## config.mk

```make
export PLATFORM = sky130hd
export DESIGN_NAME = tape_ce_gen
export DESIGN_NICKNAME = d
export VERILOG_FILES = /design/src/design/tape_pkg.sv /design/src/design/tape_ce_gen.sv
export SDC_FILE = /design/constraint.sdc
export NUM_CORES = 1
export LEC_CHECK = 0
export ABC_AREA = 1
export BUFFER_PORTS_ARGS = -buffer_cell sky130_fd_sc_hd__buf_2
export CAP_MARGIN = 20
export CORE_AREA = 2 2 39 41
export CTS_CLUSTER_SIZE = 24
export DETAILED_ROUTE_END_ITERATION = 7
export DIE_AREA = 0 0 41 43
export PLACE_DENSITY = 0.47
export SYNTH_ARGS = -nofsm -noshare
export SYNTH_HDL_FRONTEND = slang
export SYNTH_SLANG_ARGS = --single-unit
```

## constraint.sdc

```tcl
create_clock -name clk_sys -period 1.7 [get_ports clk_sys]
set_input_delay 0.255 -clock clk_sys [delete_from_list [all_inputs] [get_ports clk_sys]]
set_output_delay 0.255 -clock clk_sys [all_outputs]
set_load 0.005 [all_outputs]
```

## src/design/tape_pkg.sv

```systemverilog
//================================================
// Shared widths, key codes and types of the tape
// playback path. One tape image is held on chip.
// Tape length is kept in TAPE_ADDR_W bits, so an
// image must be shorter than TAPE_DEPTH bytes.
//================================================
`default_nettype none

package tape_pkg;

	// Store geometry
	localparam int TAPE_ADDR_W = 12;
	localparam int TAPE_DEPTH  = 1 << TAPE_ADDR_W;

	typedef logic [TAPE_ADDR_W-1:0] tape_addr_t;
	typedef logic [7:0]             tape_byte_t;

	// Scan code, extended flag in bit 8
	typedef logic [8:0] key_code_t;

	// F5 toggles play/pause, F6 rewinds, F7 ejects
	localparam key_code_t KEY_PLAY_PAUSE = 9'h003;
	localparam key_code_t KEY_RESTART    = 9'h00B;
	localparam key_code_t KEY_EJECT      = 9'h083;

	// CPU speed setting as seen by the tape clock
	typedef enum logic [1:0] {
		SPEED_3M5 = 2'd0,
		SPEED_7M  = 2'd1,
		SPEED_14M = 2'd2,
		SPEED_28M = 2'd3
	} cpu_speed_t;

	// Tape clock divider width
	localparam int CE_DIV_W = 5;

endpackage

`default_nettype wire
```

## src/design/tape_ce_gen.sv

```systemverilog
//================================================
// Tape clock enable. One pulse per 32, 16, 8 or 4
// cycles for the four CPU speeds. The speed is
// taken only when the divider wraps. At 14 and 28
// MHz a pending memory wait drops the pulse.
//================================================
`timescale 1ns/10ps
`default_nettype none

module tape_ce_gen (
	input  wire                  clk_sys,
	input  wire                  RESET,
	input  wire tape_pkg::cpu_speed_t cpu_speed_i,
	input  wire                  mem_wait_i,
	output logic                 tape_ce_o
);
	import tape_pkg::*;

	logic [CE_DIV_W-1:0] div;
	cpu_speed_t          speed_q;
	logic                ce_next;

	// Fewer low bits must be zero at higher speeds
	always_comb begin
		case (speed_q)
			SPEED_3M5: ce_next = (div[4:0] == '0);
			SPEED_7M:  ce_next = (div[3:0] == '0);
			SPEED_14M: ce_next = (div[2:0] == '0) && !mem_wait_i;
			default:   ce_next = (div[1:0] == '0) && !mem_wait_i;
		endcase
	end

	always_ff @(posedge clk_sys) begin
		if (RESET) begin
			div       <= '0;
			speed_q   <= SPEED_3M5;
			tape_ce_o <= 1'b0;
		end else begin
			div       <= div + 1'b1;
			tape_ce_o <= ce_next;
			if (&div) begin
				speed_q <= cpu_speed_i;
			end
		end
	end

endmodule

`default_nettype wire

```

---- Word-level counts from Yosys, hierarchy flattened ----
Cells that the tools add are included.
storage, ports and cells
  flip-flop bits (word level) ............. 8
  input port bits ......................... 5
  output and inout port bits .............. 1
  logic and storage cells ................. 16
cells by class
  $add $sub $neg .......................... 1
  equality and inequality tests ........... 2
  muxes and demuxes ....................... 1
  reduce and logical (&&, ||, !) cells .... 9
operators by type and width
  kind                 number
  $add 5x1->5 const B  1
  $logic_not 5->1      1
  $reduce_and 5->1     1
  $logic_not 2->1      2
  $logic_not 4->1      1
  $logic_not 3->1      1
  $pmux 1 s3           1
  $eq 2x1->1 const B   1
  $eq 2x2->1 const B   1
  $logic_and 1x1->1    2
  $logic_not 1->1      1

---- Longest topological paths before layout ----
  depth after elaboration ................. 3
  gate-level depth with buffers ........... 7
  mapped depth without buffers ............ 7

---- Worst setup path before layout ----
No wires, ideal clock.
  kind .................................... flip-flop to flip-flop
  from .................................... register div[0]
  to ...................................... register speed_q[1]
  setup time .............................. 119 ps
  arrival ................................. 1,047 ps
  path slack .............................. 534 ps
  stages on the path, launching flop included .. 8
  buffers on the path ..................... 0
  clock period less this slack ............ 1,166 ps
  cell sequence ........................... dfxtp_1 ha_1 nand2_1 nor2_1 ha_1 inv_1 o21ai_0 a21oi_1
on the way
  cells in the longest elaborated chain, start to end .. 1
RTL lines
  what                    RTL line           text
  from (decl)             tape_ce_gen.sv:19  logic [CE_DIV_W-1:0] div;
  from (signal assigned)  tape_ce_gen.sv:39  div <= div + 1'b1;
  $reduce_and 5->1        tape_ce_gen.sv:41  if (&div) begin
  to (signal assigned)    tape_ce_gen.sv:42  speed_q <= cpu_speed_i;
  to (decl)               tape_ce_gen.sv:20  cpu_speed_t speed_q;
No other way between the ends.
A chain may end at the register's enable or synchronous reset.

---- Worst setup path after layout ----
Same ends and word-level chain as after synthesis.

==> summary.txt <==
Synthesis
  • Flops & latches, synth: 8
  • Sequential-to-total area share from yosys stat: 46.7%
  • Adder-cell share of the synthesized area: 10.9%
  • Largest family of logic cells by synthesized area: simple AND/OR/NAND/NOR gates
  • Distinct cells, synth: 10
  • Cell taking the most area after synthesis: dfxtp_1
  • XOR/XNOR share of the synthesized area: 0%
  • Area contributors post-synth: dfxtp_1, nor2_1, ha_1
  • Avg Cell Area, Syn: approximately 7.3 sq um
  • Cell area after synthesis: approximately 340 sq um
  • Mux cell area share after synthesis: 0%
  • Syn Inst Count: 47
  • Complex-gate fraction of the synthesized area: 7.30%
  • Top-area cell type share of the netlist area: 46.7%
  • Syn_nets: 55
  • Synth Area in Simple Gates: 24.1%
  • Yosys Warn Count: 0

Min path
  • Worst min-delay path class: in -> reg

Clock tree
  • CTS tree: built
  • CTS sink count: 8
  • # resized after CTS: 0
  • H-tree lvl count: 1
  • Clock latency on the worst-skew pair: 0.25 ns
  • Clk slew on worst S/H paths: approximately 0.06 ns
  • Clock Path Buffers: 2
  • Cts bufs inserted: 3
  • Post-CTS setup repair buffer count: 0
  • Hold_buf cts: 0
  • CTS Root Cell: clkbuf_4

Drt
  • Via count: about 290
  • Final ANT Viol Nets: 0
  • Drt first pass iters: 2
  • Vias per inst: 4.03
  • DRC errors left: 0
  • Initial DRC Count: 2
  • Routed WL: 550 microns
  • WL/cell: 7.75 microns

Power and ir drop
  • Net Sw Power: between 0.08 and 0.09 mW
  • P per Cell Area: 919 mW/mm^2
  • Sw Ratio: between 20% and 30%
  • Total Power: 0.377 mW
  • Clock share of power: a little under two fifths
  • Gate power share: under 10%
  • Power Internal: 0.291 mW
  • Max rail drop VDD: 225 uV
  • P_leak: 0.201 nW
  • Seq pwr share: 53.9%

Finish
  • Layout cell share with drive strength beyond 1: 16.4%
  • Commonest non-fill, non-tap cell in the layout: nor2_1
  • Fin nets: 65
  • Ant diodes: 0
  • Area Overhead vs Synth: 19.7%
  • Most frequent cells in the layout: nor2_1, inv_1, nand2_1, dfxtp_1, buf_2

Worst setup path
  • CP endpoint: speed_q[1]$_SDFFE_PP0P_
  • Reg-to-reg slack, setup: 0.43 ns
  • Critical R2R Launch: div[0]$_SDFF_PP0_
  • Worst R2R End: speed_q[1]$_SDFFE_PP0P_
  • Crit start category: register
  • FF-to-FF path depth: 7
  • CP Capture Type: register
  • Setup CP Type: reg -> reg
  • Crit path max fanout: 5
  • CP Data Required Time: 1.85 ns
  • Worst Path Arrival: about 1.4 ns
  • CP Launch Point: div[0]$_SDFF_PP0_

Floorplan
  • I/O pin total: 6
  • Die Area: 0.00176 sq mm
  • Initial core utilization: ~25%
  • Placeable Area: approximately 0.0014 sq mm
  • Die Width: 41 microns
  • Die height: about 43 microns
  • Num rows: 14

Global route
  • Initial antenna violation count: 0
  • Total Routing Usage GR: 8.75%
  • Vias in the first global route: 271
  • GR Overflow Total: 0
  • First-pass GRT wire length: about 970 microns
  • Largest net degree at the start of global routing: 7

Place
  • Port bufs: 5
  • RD Place Congestion: 0.592
  • Hpwl dp: 429 microns

Flow run
  • Maxcap violations: 0

Status
  • Status: complete, no violations

Timing
  • Final hold violations: 0
  • Slew headroom: 87.7%
  • RSZ-0062 raised after global routing: no
  • Worst-margin pin slew: roughly 0.18 ns
  • Fmax: 0.789 GHz
  • Fin crit period: between 1 and 1.5 ns
  • Tcrit/Tclk final: approximately three quarters
  • Max Slew Vio Count: 0
  • Final setup fails: 0
  • Clk_skew: 0.00748 ns
  • Final setup TNS: 0 ns
==> per-layer routing <==
layer	GRT usage (%)	wire length, microns
met5	0	0
met4	10.0	7
met3	3.14	21
met2	12.2	265
met1	8.74	255
==> sequential cells by signal, indices dropped and copies added (netlist names) <==
signal	count
div	5
speed_q	2
tape_ce_o	1
==> power by group through the flow <==
stage | sequential (mW) | clock [mW] | combinational [mW]
floorplan | 0.206 | 0 | 0.0175
global placement | 0.208 | 0 | 0.0289
detailed placement | 0.207 | 0 | 0.0299
CTS | 0.203 | 0.153 | 0.0301
global route | 0.205 | 0.163 | 0.0368
finish | 0.203 | 0.145 | 0.0292
==> cell type report <==
| type | count | area [sq um] |
|---|---|---|
| Fill cell | 158 | 973 |
| Sequential cell | 8 | 160 |
| Multi-Input combinational cell | 29 | 145 |
| Inverter | 10 | 37.5 |
| Timing Repair Buffer | 5 | 25.0 |
| Clock buffer | 3 | 22.5 |
| Tap cell | 16 | 20.0 |
==> logic make-up after synthesis <==
| kind of cell | Yosys count |
|---|---|
| buffers and inverters | 10 |
| and+or+nand+nor | 21 |
| DFF | 8 |
| AOI/OAI and AO/OA | 5 |
| adders and majority gates | 3 |
==> worst min-delay path by stage <==
| stage | from | end | slack (ns) | depth (start not counted) |
|---|---|---|---|---|
| final | cpu_speed_i[0] | speed_q[0]$_SDFFE_PP0P_ | 0.23 | 3 |
| after global routing | RESET | div[4]$_SDFF_PP0_ | 0.23 | 2 |
| after CTS | cpu_speed_i[0] | speed_q[0]$_SDFFE_PP0P_ | 0.23 | 3 |
| after detailed placement | div[0]$_SDFF_PP0_ | div[0]$_SDFF_PP0_ | 0.47 | 1 |
| after global placement | div[0]$_SDFF_PP0_ | div[0]$_SDFF_PP0_ | 0.47 | 1 |
| after floorplan | RESET | div[0]$_SDFF_PP0_ | 0.32 | 1 |
==> critical path, cell delays in order (launching register included) <==
cell and delay, ns:
dfxtp_1 0.39, ha_1 0.18, nand2_1 0.07, nor2_1 0.10, ha_1 0.17, inv_1 0.06, o21ai_0 0.14, a21oi_1 0.05
==> synth_stat cells <==
library cell  count
inv_1             9
nand2_1           8
o21ai_0           3
inv_2             1
nand3_1           1
dfxtp_1           8
nor2_1           11
a21oi_1           2
nand4_1           1
ha_1              3
==> per-stage QoR <==
step | hold WS (ns) | std cells | utilization [%] | setup WS (ns) | cell area (sq um)
6_report | 0.228 | 71 | 29.7 | 0.433 | 410
5_1_grt | 0.232 | 71 | 29.7 | 0.306 | 410
4_1_cts | 0.227 | 71 | 29.7 | 0.413 | 410
3_5_place_dp | 0.474 | 68 | 28.0 | 0.413 | 388
3_3_place_gp | 0.468 | 68 | 28.0 | 0.415 | 388
2_1_floorplan | 0.322 | 47 | - | 0.534 | 343
(Power assumes the default switching activity.)
