--- src/design/tape_pkg.sv ---
//================================================
// Shared widths, key codes and types of the tape
// playback path. One tape image is held on chip.
// Tape length is kept in TAPE_ADDR_W bits, so an
// image must be shorter than TAPE_DEPTH bytes.
//================================================
`default_nettype none

package tape_pkg;

	// Store geometry
	localparam int TAPE_ADDR_W = 12;
	localparam int TAPE_DEPTH  = 1 << TAPE_ADDR_W;

	typedef logic [TAPE_ADDR_W-1:0] tape_addr_t;
	typedef logic [7:0]             tape_byte_t;

	// Scan code, extended flag in bit 8
	typedef logic [8:0] key_code_t;

	// F5 toggles play/pause, F6 rewinds, F7 ejects
	localparam key_code_t KEY_PLAY_PAUSE = 9'h003;
	localparam key_code_t KEY_RESTART    = 9'h00B;
	localparam key_code_t KEY_EJECT      = 9'h083;

	// CPU speed setting as seen by the tape clock
	typedef enum logic [1:0] {
		SPEED_3M5 = 2'd0,
		SPEED_7M  = 2'd1,
		SPEED_14M = 2'd2,
		SPEED_28M = 2'd3
	} cpu_speed_t;

	// Tape clock divider width
	localparam int CE_DIV_W = 5;

endpackage

`default_nettype wire
--- src/design/tape_transport.sv ---
//================================================
// Tape transport control. Counts download bytes,
// handles the play/pause, restart and eject keys,
// serves toggled player requests and tracks the
// loop point and the end of the tape.
// Requests are held off, not lost, while a
// download or a restart is in progress.
//================================================
`timescale 1ns/10ps
`default_nettype none

module tape_transport (
	input  wire                  clk_sys,
	input  wire                  RESET,
	input  wire                  download_i,
	input  wire                  load_stb_i,
	input  wire                  key_stb_i,
	input  wire tape_pkg::key_code_t key_code_i,
	input  wire                  key_press_i,
	input  wire                  stop_i,
	input  wire                  loop_start_i,
	input  wire                  loop_next_i,
	input  wire                  tape_req_i,
	output logic                 wr_en_o,
	output tape_pkg::tape_addr_t wr_addr_o,
	output logic                 rd_stb_o,
	output tape_pkg::tape_addr_t rd_addr_o,
	output logic                 motor_o,
	output logic                 ready_o
);
	import tape_pkg::*;

	tape_addr_t wr_cnt;
	tape_addr_t tape_len;
	tape_addr_t rd_ptr;
	tape_addr_t rd_ptr_next;
	tape_addr_t loop_addr;
	logic       req_copy;
	logic       ready_q;
	logic       pause_q;
	logic       old_download;
	logic       download_end;
	logic       key_play;
	logic       key_restart;
	logic       key_eject;
	logic       req_serve;

	// Key decode, play/pause acts on press only
	assign key_play    = key_stb_i && key_press_i && (key_code_i == KEY_PLAY_PAUSE);
	assign key_restart = key_stb_i && (key_code_i == KEY_RESTART);
	assign key_eject   = key_stb_i && (key_code_i == KEY_EJECT);

	assign download_end = old_download && !download_i;
	assign rd_ptr_next  = rd_ptr + 1'b1;

	// New request when the player toggle differs from our copy
	assign req_serve = (tape_req_i != req_copy) && !download_i && !key_restart;

	// Download bytes go straight to the store
	assign wr_en_o   = download_i && load_stb_i;
	assign wr_addr_o = wr_cnt;

	assign motor_o = !pause_q;
	assign ready_o = ready_q;

	//================================================
	// Transport state
	//================================================
	always_ff @(posedge clk_sys) begin
		if (RESET) begin
			old_download <= 1'b0;
			wr_cnt       <= '0;
			tape_len     <= '0;
			rd_ptr       <= '0;
			loop_addr    <= '0;
			req_copy     <= 1'b0;
			ready_q      <= 1'b0;
			pause_q      <= 1'b1;
			rd_stb_o     <= 1'b0;
		end else begin
			old_download <= download_i;
			rd_stb_o     <= 1'b0;

			// Write counter restarts at zero for every download
			if (!download_i) begin
				wr_cnt <= '0;
			end else if (load_stb_i) begin
				wr_cnt <= wr_cnt + 1'b1;
			end

			if (key_play) begin
				pause_q <= !pause_q;
			end
			if (key_eject) begin
				ready_q <= 1'b0;
				pause_q <= 1'b1;
			end
			if (!ready_q) begin
				pause_q <= 1'b1;
			end

			if (download_i || key_restart) begin
				// Rewind, download also drops the old tape
				rd_ptr  <= '0;
				pause_q <= 1'b1;
				if (download_i) begin
					ready_q <= 1'b0;
				end
			end else if (req_serve) begin
				req_copy <= tape_req_i;
				rd_stb_o <= 1'b1;
				rd_ptr   <= rd_ptr_next;
				// Last byte handed out
				if (rd_ptr_next >= tape_len) begin
					ready_q <= 1'b0;
					pause_q <= 1'b1;
				end
			end

			// Player status strobes
			if (stop_i) begin
				pause_q <= 1'b1;
			end
			if (loop_start_i) begin
				loop_addr <= rd_ptr;
			end
			if (loop_next_i) begin
				rd_ptr <= loop_addr;
			end

			// Download finished, tape is ready and starts playing
			if (download_end) begin
				tape_len <= wr_cnt;
				ready_q  <= 1'b1;
				pause_q  <= 1'b0;
			end
		end
	end

	// Read address for the store, valid with rd_stb_o
	always_ff @(posedge clk_sys) begin
		if (req_serve) begin
			rd_addr_o <= rd_ptr;
		end
	end

endmodule

`default_nettype wire

--- config.mk ---
export PLATFORM = sky130hd
export DESIGN_NAME = tape_transport
export DESIGN_NICKNAME = d
export VERILOG_FILES = /design/src/design/tape_pkg.sv /design/src/design/tape_transport.sv
export SDC_FILE = /design/constraint.sdc
export NUM_CORES = 1
export LEC_CHECK = 0
export ABC_CLOCK_PERIOD_IN_PS = 5050
export BUFFER_PORTS_ARGS = -buffer_cell sky130_fd_sc_hd__buf_2
export CAP_MARGIN = 25
export CORE_UTILIZATION = 61
export CTS_CLUSTER_DIAMETER = 200
export DETAILED_ROUTE_END_ITERATION = 16
export GPL_ROUTABILITY_DRIVEN = 0
export MAX_ROUTING_LAYER = met4
export PLACE_DENSITY = 0.9
export SLEW_MARGIN = 10
export SYNTH_ARGS = -nofsm -noshare
export SYNTH_HDL_FRONTEND = slang
export SYNTH_SLANG_ARGS = --single-unit
export TNS_END_PERCENT = 10
--- constraint.sdc ---
create_clock -name clk_sys -period 5.05 [get_ports clk_sys]
set_clock_uncertainty 0.15 [all_clocks]
set_input_delay 0.2525 -clock clk_sys [delete_from_list [all_inputs] [get_ports clk_sys]]
set_output_delay 0.2525 -clock clk_sys [all_outputs]
set_load 0.1 [all_outputs]
### Word-level counts from Yosys, hierarchy flattened

Index checks and enable logic that the tools add are counted.

* bits in registers: 65
* bits of input ports: 19
* output and inout bits: 28
* word-level logic and storage cells: 53

* add/subtract/negate cells: 2
* order comparisons: 1
* eq/ne operators: 4
* multiplexer cells: 18
* bitwise gates (word level): 2
* reductions and logical operators: 16

Operators with widths (count)
* $mux W12: 3
* $add A12 B1 Y12 const B: 2
* $mux W1: 15
* $ge A12 B12 Y1: 1
* $eq A9 B2 Y1 const B: 1
* $eq A9 B4 Y1 const B: 1
* $eq A9 B8 Y1 const B: 1
* $logic_and A1 B1 Y1: 8
* $reduce_or A2 Y1: 2
* $logic_not A1 Y1: 3
* $reduce_bool A3 Y1: 1
* $not A1 Y1: 2
* $reduce_and A2 Y1: 1
* $logic_or A1 B1 Y1: 1
* $ne A1 B1 Y1: 1

### Longest topological paths before layout

* depth after elaboration: 10
* gate-level depth with buffers: 11
* mapped depth without buffers: 10

### Worst setup path after synthesis

Ideal clock, no wire load.

* kind: reg-to-reg
* start point: register rd_ptr[2]
* end point: register pause_q
* library setup time: 81 ps
* arrival time: 2186 ps
* required time: 4819 ps
* path slack: 2633 ps
* stages on the path, launching flop included: 10
* path buffers: 0
* period minus slack after synthesis: 2417 ps
* cell sequence: dfxtp_1 nand4_1 or3_1 xnor2_1 ha_1 nand2_1 o21ai_0 a41oi_1 or3_1 a41oi_1

* word-level cells in the longest chain between the ends: 7

Ends and longest elaborated chain
* from (decl): RTL line tape_transport.sv:35 `tape_addr_t rd_ptr;`
* from (signal assigned): RTL line tape_transport.sv:112 `rd_ptr <= rd_ptr_next;`
* from (signal assigned): RTL line tape_transport.sv:128 `rd_ptr <= loop_addr;`
* $add A12 B1 Y12: RTL line tape_transport.sv:54 `assign rd_ptr_next = rd_ptr + 1'b1;`
* $ge A12 B12 Y1: RTL line tape_transport.sv:114 `if (rd_ptr_next >= tape_len) begin`
* $mux W1: RTL line tape_transport.sv:114
* $mux W1: RTL line tape_transport.sv:109 `end else if (req_serve) begin`
* $mux W1: RTL line tape_transport.sv:102 `if (download_i || key_restart) begin`
* $mux W1: RTL line tape_transport.sv:121 `if (stop_i) begin`
* $mux W1: RTL line tape_transport.sv:132 `if (download_end) begin`
* to (signal assigned): RTL line tape_transport.sv:92 `pause_q <= !pause_q;`
* to (decl): RTL line tape_transport.sv:40 `logic pause_q;`

Every way passes these cells.
A chain may end at the register's enable or synchronous reset.

### Worst setup path after layout

Same ends and word-level chain as after synthesis.

==> metrics.txt <==
# TYPE chip_impl_metric gauge
chip_impl_metric{name="worst-r2r-cell-count",unit=""} 9
chip_impl_metric{name="yosys.area_share.simple",unit="%"} 21.0
chip_impl_metric{name="worst_ep_arrival_time",unit="ns"} 2.82
chip_impl_metric{name="synthCells",unit=""} 343
chip_impl_metric{name="design.core.area",unit="sq um"} 4820
chip_impl_metric{name="r2r_setup_slack",unit="ns"} 2.34
chip_impl_metric{name="cts.sink_count",unit=""} 65
chip_impl_metric{name="holdBufCountCts",unit=""} 0
chip_impl_metric{name="remaining_drc_errors",unit=""} 0
chip_impl_info{name="synth.largest_area_cell",value="sky130_fd_sc_hd__dfxtp_1"} 1
chip_impl_metric{name="synth_top_area_share",unit="%"} 34.0
chip_impl_metric{name="maxClockFrequency",unit="GHz"} 0.370
chip_impl_metric{name="first_pass_grt_wire_length",unit="mm"} 10.5
chip_impl_metric{name="boundaryPins",unit=""} 47
chip_impl_metric{name="die_height",unit="microns"} 73.5
chip_impl_metric{name="leakagePower",unit="uW"} 0.00145
chip_impl_info{name="main_combinational_cell_family_by_area_after_synthesis",value="simple AND/OR/NAND/NOR gates"} 1
chip_impl_info{name="hp-class",value="input port to flop"} 1
chip_impl_info{name="worst_path_max_delay_cell",value="sky130_fd_sc_hd__dfxtp_1"} 1
chip_impl_metric{name="synth.area.mux_share",unit="%"} 4.82
chip_impl_metric{name="dpl.hpwl",unit="mm"} 4.49
chip_impl_info{name="synth.top_cells.by_area",value="sky130_fd_sc_hd__dfxtp_1 34%, sky130_fd_sc_hd__edfxtp_1 12%, sky130_fd_sc_hd__nand2_1 6.5%"} 1
chip_impl_metric{name="crit_path_max_incr_delay",unit="ns"} 0.53
chip_impl_info{name="rsz_0062_raised_after_global_routing",value="false"} 1
chip_impl_metric{name="first_global_vias",unit=""} 2378
chip_impl_metric{name="final.period_utilization",unit="%"} 53.6
chip_impl_metric{name="track_usage",unit="%"} 26.9
chip_impl_info{name="synthFlopType",value="sky130_fd_sc_hd__dfxtp_1"} 1
chip_impl_metric{name="layout_cell_share_with_drive_strength_beyond_1",unit="%"} 17.9
chip_impl_metric{name="cts.path.max_buffers",unit=""} 2
chip_impl_metric{name="effective_utilization_at_floorplan",unit="%"} 64.7
chip_impl_metric{name="mappedNetlistArea",unit="sq um"} 3120
chip_impl_metric{name="htree_levels",unit=""} 3
chip_impl_metric{name="first_iteration_detailed_routing_drc_count",unit=""} 201
chip_impl_metric{name="areaGrowthSynthToFinish",unit="%"} 13.8
chip_impl_info{name="timing.critical_path.from_type",value="flop"} 1
chip_impl_metric{name="drtAntennaViolNets",unit=""} 0
chip_impl_metric{name="pwr-share-comb",unit="%"} 10.5
chip_impl_info{name="cp-end-kind",value="flop"} 1
chip_impl_metric{name="yosysUniqueCellTypes",unit=""} 49
chip_impl_info{name="worst_setup_path_startpoint",value="rd_ptr[2]$_SDFFE_PP0P_"} 1
chip_impl_metric{name="postCtsSetupRepairBufs",unit=""} 0
chip_impl_info{name="worstHoldStart",value="tape_req_i"} 1
chip_impl_metric{name="syn_nets",unit=""} 376
chip_impl_info{name="critical_path_class",value="flop to flop"} 1
chip_impl_metric{name="total_number_of_placement_rows",unit=""} 25
chip_impl_metric{name="synth_compound_gate_area_share",unit="%"} 11.6
chip_impl_metric{name="synth.avg_cell_area",unit="sq um"} 9.09
chip_impl_metric{name="layout.core_utilization",unit="%"} 73.7
chip_impl_metric{name="power_switching",unit="uW"} 286
chip_impl_metric{name="nNetsFinal",unit=""} 418
chip_impl_metric{name="pwr-share-clk",unit="%"} 37.1
chip_impl_metric{name="synth_seq_area_share",unit="%"} 45.6
chip_impl_metric{name="critPathRequiredTime",unit="ns"} 5.17
chip_impl_metric{name="power.share.sequential",unit="%"} 52.4
chip_impl_metric{name="synth_adder_area_share",unit="%"} 5.62
chip_impl_metric{name="globalRouteOverflowTotal",unit=""} 0
chip_impl_metric{name="report.final.slew_viol_count",unit=""} 0
chip_impl_metric{name="drv.max_cap_violation_count",unit=""} 0
chip_impl_metric{name="totalWireLength",unit="mm"} 6.54
chip_impl_metric{name="min_delay_path_depth",unit=""} 3
chip_impl_metric{name="port-buffer-count",unit=""} 46
chip_impl_metric{name="cts_inserted_buffers",unit=""} 9
chip_impl_info{name="cts_tree",value="done"} 1
chip_impl_metric{name="power.share.switching",unit="%"} 27.8
chip_impl_metric{name="fillers",unit=""} 373
chip_impl_metric{name="ys_async_sr_fraction",unit="%"} 0
chip_impl_metric{name="drt-vias-per-instance",unit=""} 5.74
chip_impl_info{name="cp_cell_sequence",value="nand4_1 > or3_1 > xnor2_1 > ha_1 > nand2_1 > o21ai_0 > a41oi_1 > or3_1 > a41oi_1"} 1
chip_impl_metric{name="number_of_antenna_violations_at_the_first_check_in_global_routing",unit=""} 0
chip_impl_metric{name="place_worst_setup_slack",unit="ns"} 2.38
chip_impl_metric{name="critical_path.max_fanout",unit=""} 8
chip_impl_info{name="holdPathEnd",value="req_copy$_SDFFE_PP0P_"} 1
chip_impl_metric{name="setup_ws",unit="ns"} 2.34
chip_impl_metric{name="worstSkewPairLatency",unit="ns"} 0.34
chip_impl_metric{name="path_clk_slew",unit="ns"} 0.07
chip_impl_metric{name="timing_worst_slew_pin_value",unit="ns"} 0.897
chip_impl_info{name="cts_root_buf",value="sky130_fd_sc_hd__clkbuf_8"} 1
chip_impl_metric{name="final-hold-violation-count",unit=""} 0
chip_impl_metric{name="antenna_diode_count",unit=""} 0
chip_impl_metric{name="synthXorXnorAreaFrac",unit="%"} 7.51
chip_impl_info{name="crit-reg2reg-capture",value="pause_q$_SDFF_PP1_"} 1
chip_impl_metric{name="p_int",unit="uW"} 745
chip_impl_metric{name="setup-violations-final",unit=""} 0
chip_impl_metric{name="power_density",unit="nW/um^2"} 291
chip_impl_metric{name="setup_tns",unit="ns"} 0
chip_impl_metric{name="grt_max_degree",unit=""} 44
chip_impl_metric{name="drt_pre_antenna_iters",unit=""} 4
chip_impl_info{name="run_status",value="finished, final reports clean"} 1
chip_impl_metric{name="die_w",unit="microns"} 73.5
chip_impl_metric{name="full_die_area",unit="sq um"} 5400
chip_impl_metric{name="avgRoutedWirePerCell",unit="microns"} 14.3
chip_impl_metric{name="slew_headroom",unit="%"} 40.2
chip_impl_info{name="r2r_start",value="rd_ptr[2]$_SDFFE_PP0P_"} 1
chip_impl_metric{name="synth_edf_count",unit=""} 12
chip_impl_metric{name="cts_repair_resize_count",unit=""} 0
chip_impl_metric{name="shortest_clock_period_the_worst_path_allows_after_layout",unit="ns"} 2.71
chip_impl_metric{name="vdd_drop_max",unit="mV"} 0.193
chip_impl_metric{name="synth-seq-cells",unit=""} 65
chip_impl_metric{name="routed-via-count",unit=""} 2624
chip_impl_metric{name="synth_warnings",unit=""} 0
-- power by group through the flow --
stage                     Sequential (uW)  Combinational [uW]  Clock, uW
after floorplan                       592                42.0          0
after global placement                552                 106          0
after detailed placement              552                 108          0
after CTS                             540                 108        388
after global routing                  541                 114        409
final                                 540                 108        383
-- sequential cells by signal (all words and copies together) (netlist names) --
name / cells
req_copy: 1
tape_len: 12
ready_o: 1
wr_addr_o: 12
rd_stb_o: 1
rd_addr_o: 12
rd_ptr: 12
old_download: 1
loop_addr: 12
pause_q: 1
-- per-layer routing --
metal,GRT usage (%),up-vias,share of wire (%)
li1,-,1275,-
met1,33.0,1257,43
met2,41.9,80,49
met3,7.68,12,5.6
met4,10.0,0,1.7
met5,-,-,0
-- placed cells by master, fill, tap and decap left out, drive strengths merged, types with 2 or more instances in the layout --
cell / count
nand3: 8
clkinvlp: 2
clkinv: 4
nor2: 36
xor2: 14
mux2i: 15
or3: 6
nor2b: 4
xnor2: 11
a41oi: 2
dfxtp: 53
nor4: 2
edfxtp: 12
and3: 2
inv: 16
ha: 14
clkbuf: 10
o21ai: 10
a211oi: 4
o22ai: 2
a21oi: 26
a22oi: 6
buf: 46
a21o: 2
nor3: 6
nand2b: 3
nand2: 54
nand4: 6
-- worst max-delay path: cells and delay by family (launching register included) --
kind	cells	cell delay [ns]
DFF	1	0.53
xor gates and xnor gates	1	0.15
and+or+nand+nor	4	1.06
AOI/OAI and AO/OA	3	0.43
adders and majority gates	1	0.30
-- final cells by class --
| class | instances | area [sq um] | share of cell area, % |
|---|---|---|---|
| clock buffer | 10 | 138 | 3.88 |
| inverter | 16 | 60.1 | 1.69 |
| sequential | 65 | 1420 | 40.1 |
| tap | 67 | 83.8 | 2.36 |
| timing repair buffer | 46 | 230 | 6.49 |
| clock inverter | 6 | 33.8 | 0.952 |
| multi-input combinational | 247 | 1580 | 44.6 |
-- cell usage after synthesis (3+ instances only) --
cell type                  instances
sky130_fd_sc_hd__nor2b_1           4
sky130_fd_sc_hd__dfxtp_1          53
sky130_fd_sc_hd__nand4_1           6
sky130_fd_sc_hd__nor2_1           36
sky130_fd_sc_hd__nand2_1          54
sky130_fd_sc_hd__mux2i_1          15
sky130_fd_sc_hd__clkbuf_1         10
sky130_fd_sc_hd__a22oi_1           6
sky130_fd_sc_hd__xnor2_1          11
sky130_fd_sc_hd__or3_1             6
sky130_fd_sc_hd__nand2b_1          3
sky130_fd_sc_hd__xor2_1           12
sky130_fd_sc_hd__o21ai_0           8
sky130_fd_sc_hd__a211oi_1          3
sky130_fd_sc_hd__edfxtp_1         12
sky130_fd_sc_hd__nor3_1            5
sky130_fd_sc_hd__inv_1            16
sky130_fd_sc_hd__ha_1             14
sky130_fd_sc_hd__nand3_1           7
sky130_fd_sc_hd__a21oi_1          26
-- worst max-delay path by stage --
stage,depth (start not counted),endpoint
final,9,pause_q$_SDFF_PP1_
after global routing,9,pause_q$_SDFF_PP1_
after CTS,9,pause_q$_SDFF_PP1_
after detailed placement,9,pause_q$_SDFF_PP1_
after global placement,9,pause_q$_SDFF_PP1_
after floorplan,9,pause_q$_SDFF_PP1_
-- per-stage QoR --
| stage | std cells | power, uW | instance area [sq um] | hold slack (ns) |
|---|---|---|---|---|
| 2_1_floorplan | 343 | 633 | 3120 | 0.239 |
| 3_3_place_gp | 441 | 657 | 3380 | 0.287 |
| 3_5_place_dp | 441 | 660 | 3380 | 0.299 |
| 4_1_cts | 457 | 1040 | 3550 | 0.0737 |
| 5_1_grt | 457 | 1060 | 3550 | 0.111 |
| 6_report | 457 | 1030 | 3550 | 0.0740 |
-- cells by family after synthesis --
| family | Yosys count |
|---|---|
| XOR/XNOR | 25 |
| AND/OR/NAND/NOR | 135 |
| adder cells (fa/ha/maj) | 14 |
| multiplexers | 15 |
| flip-flops | 65 |
| AO/OA/AOI/OAI | 58 |
| buffers and inverters | 31 |
Note: power is estimated with default switching activity, not from simulation.
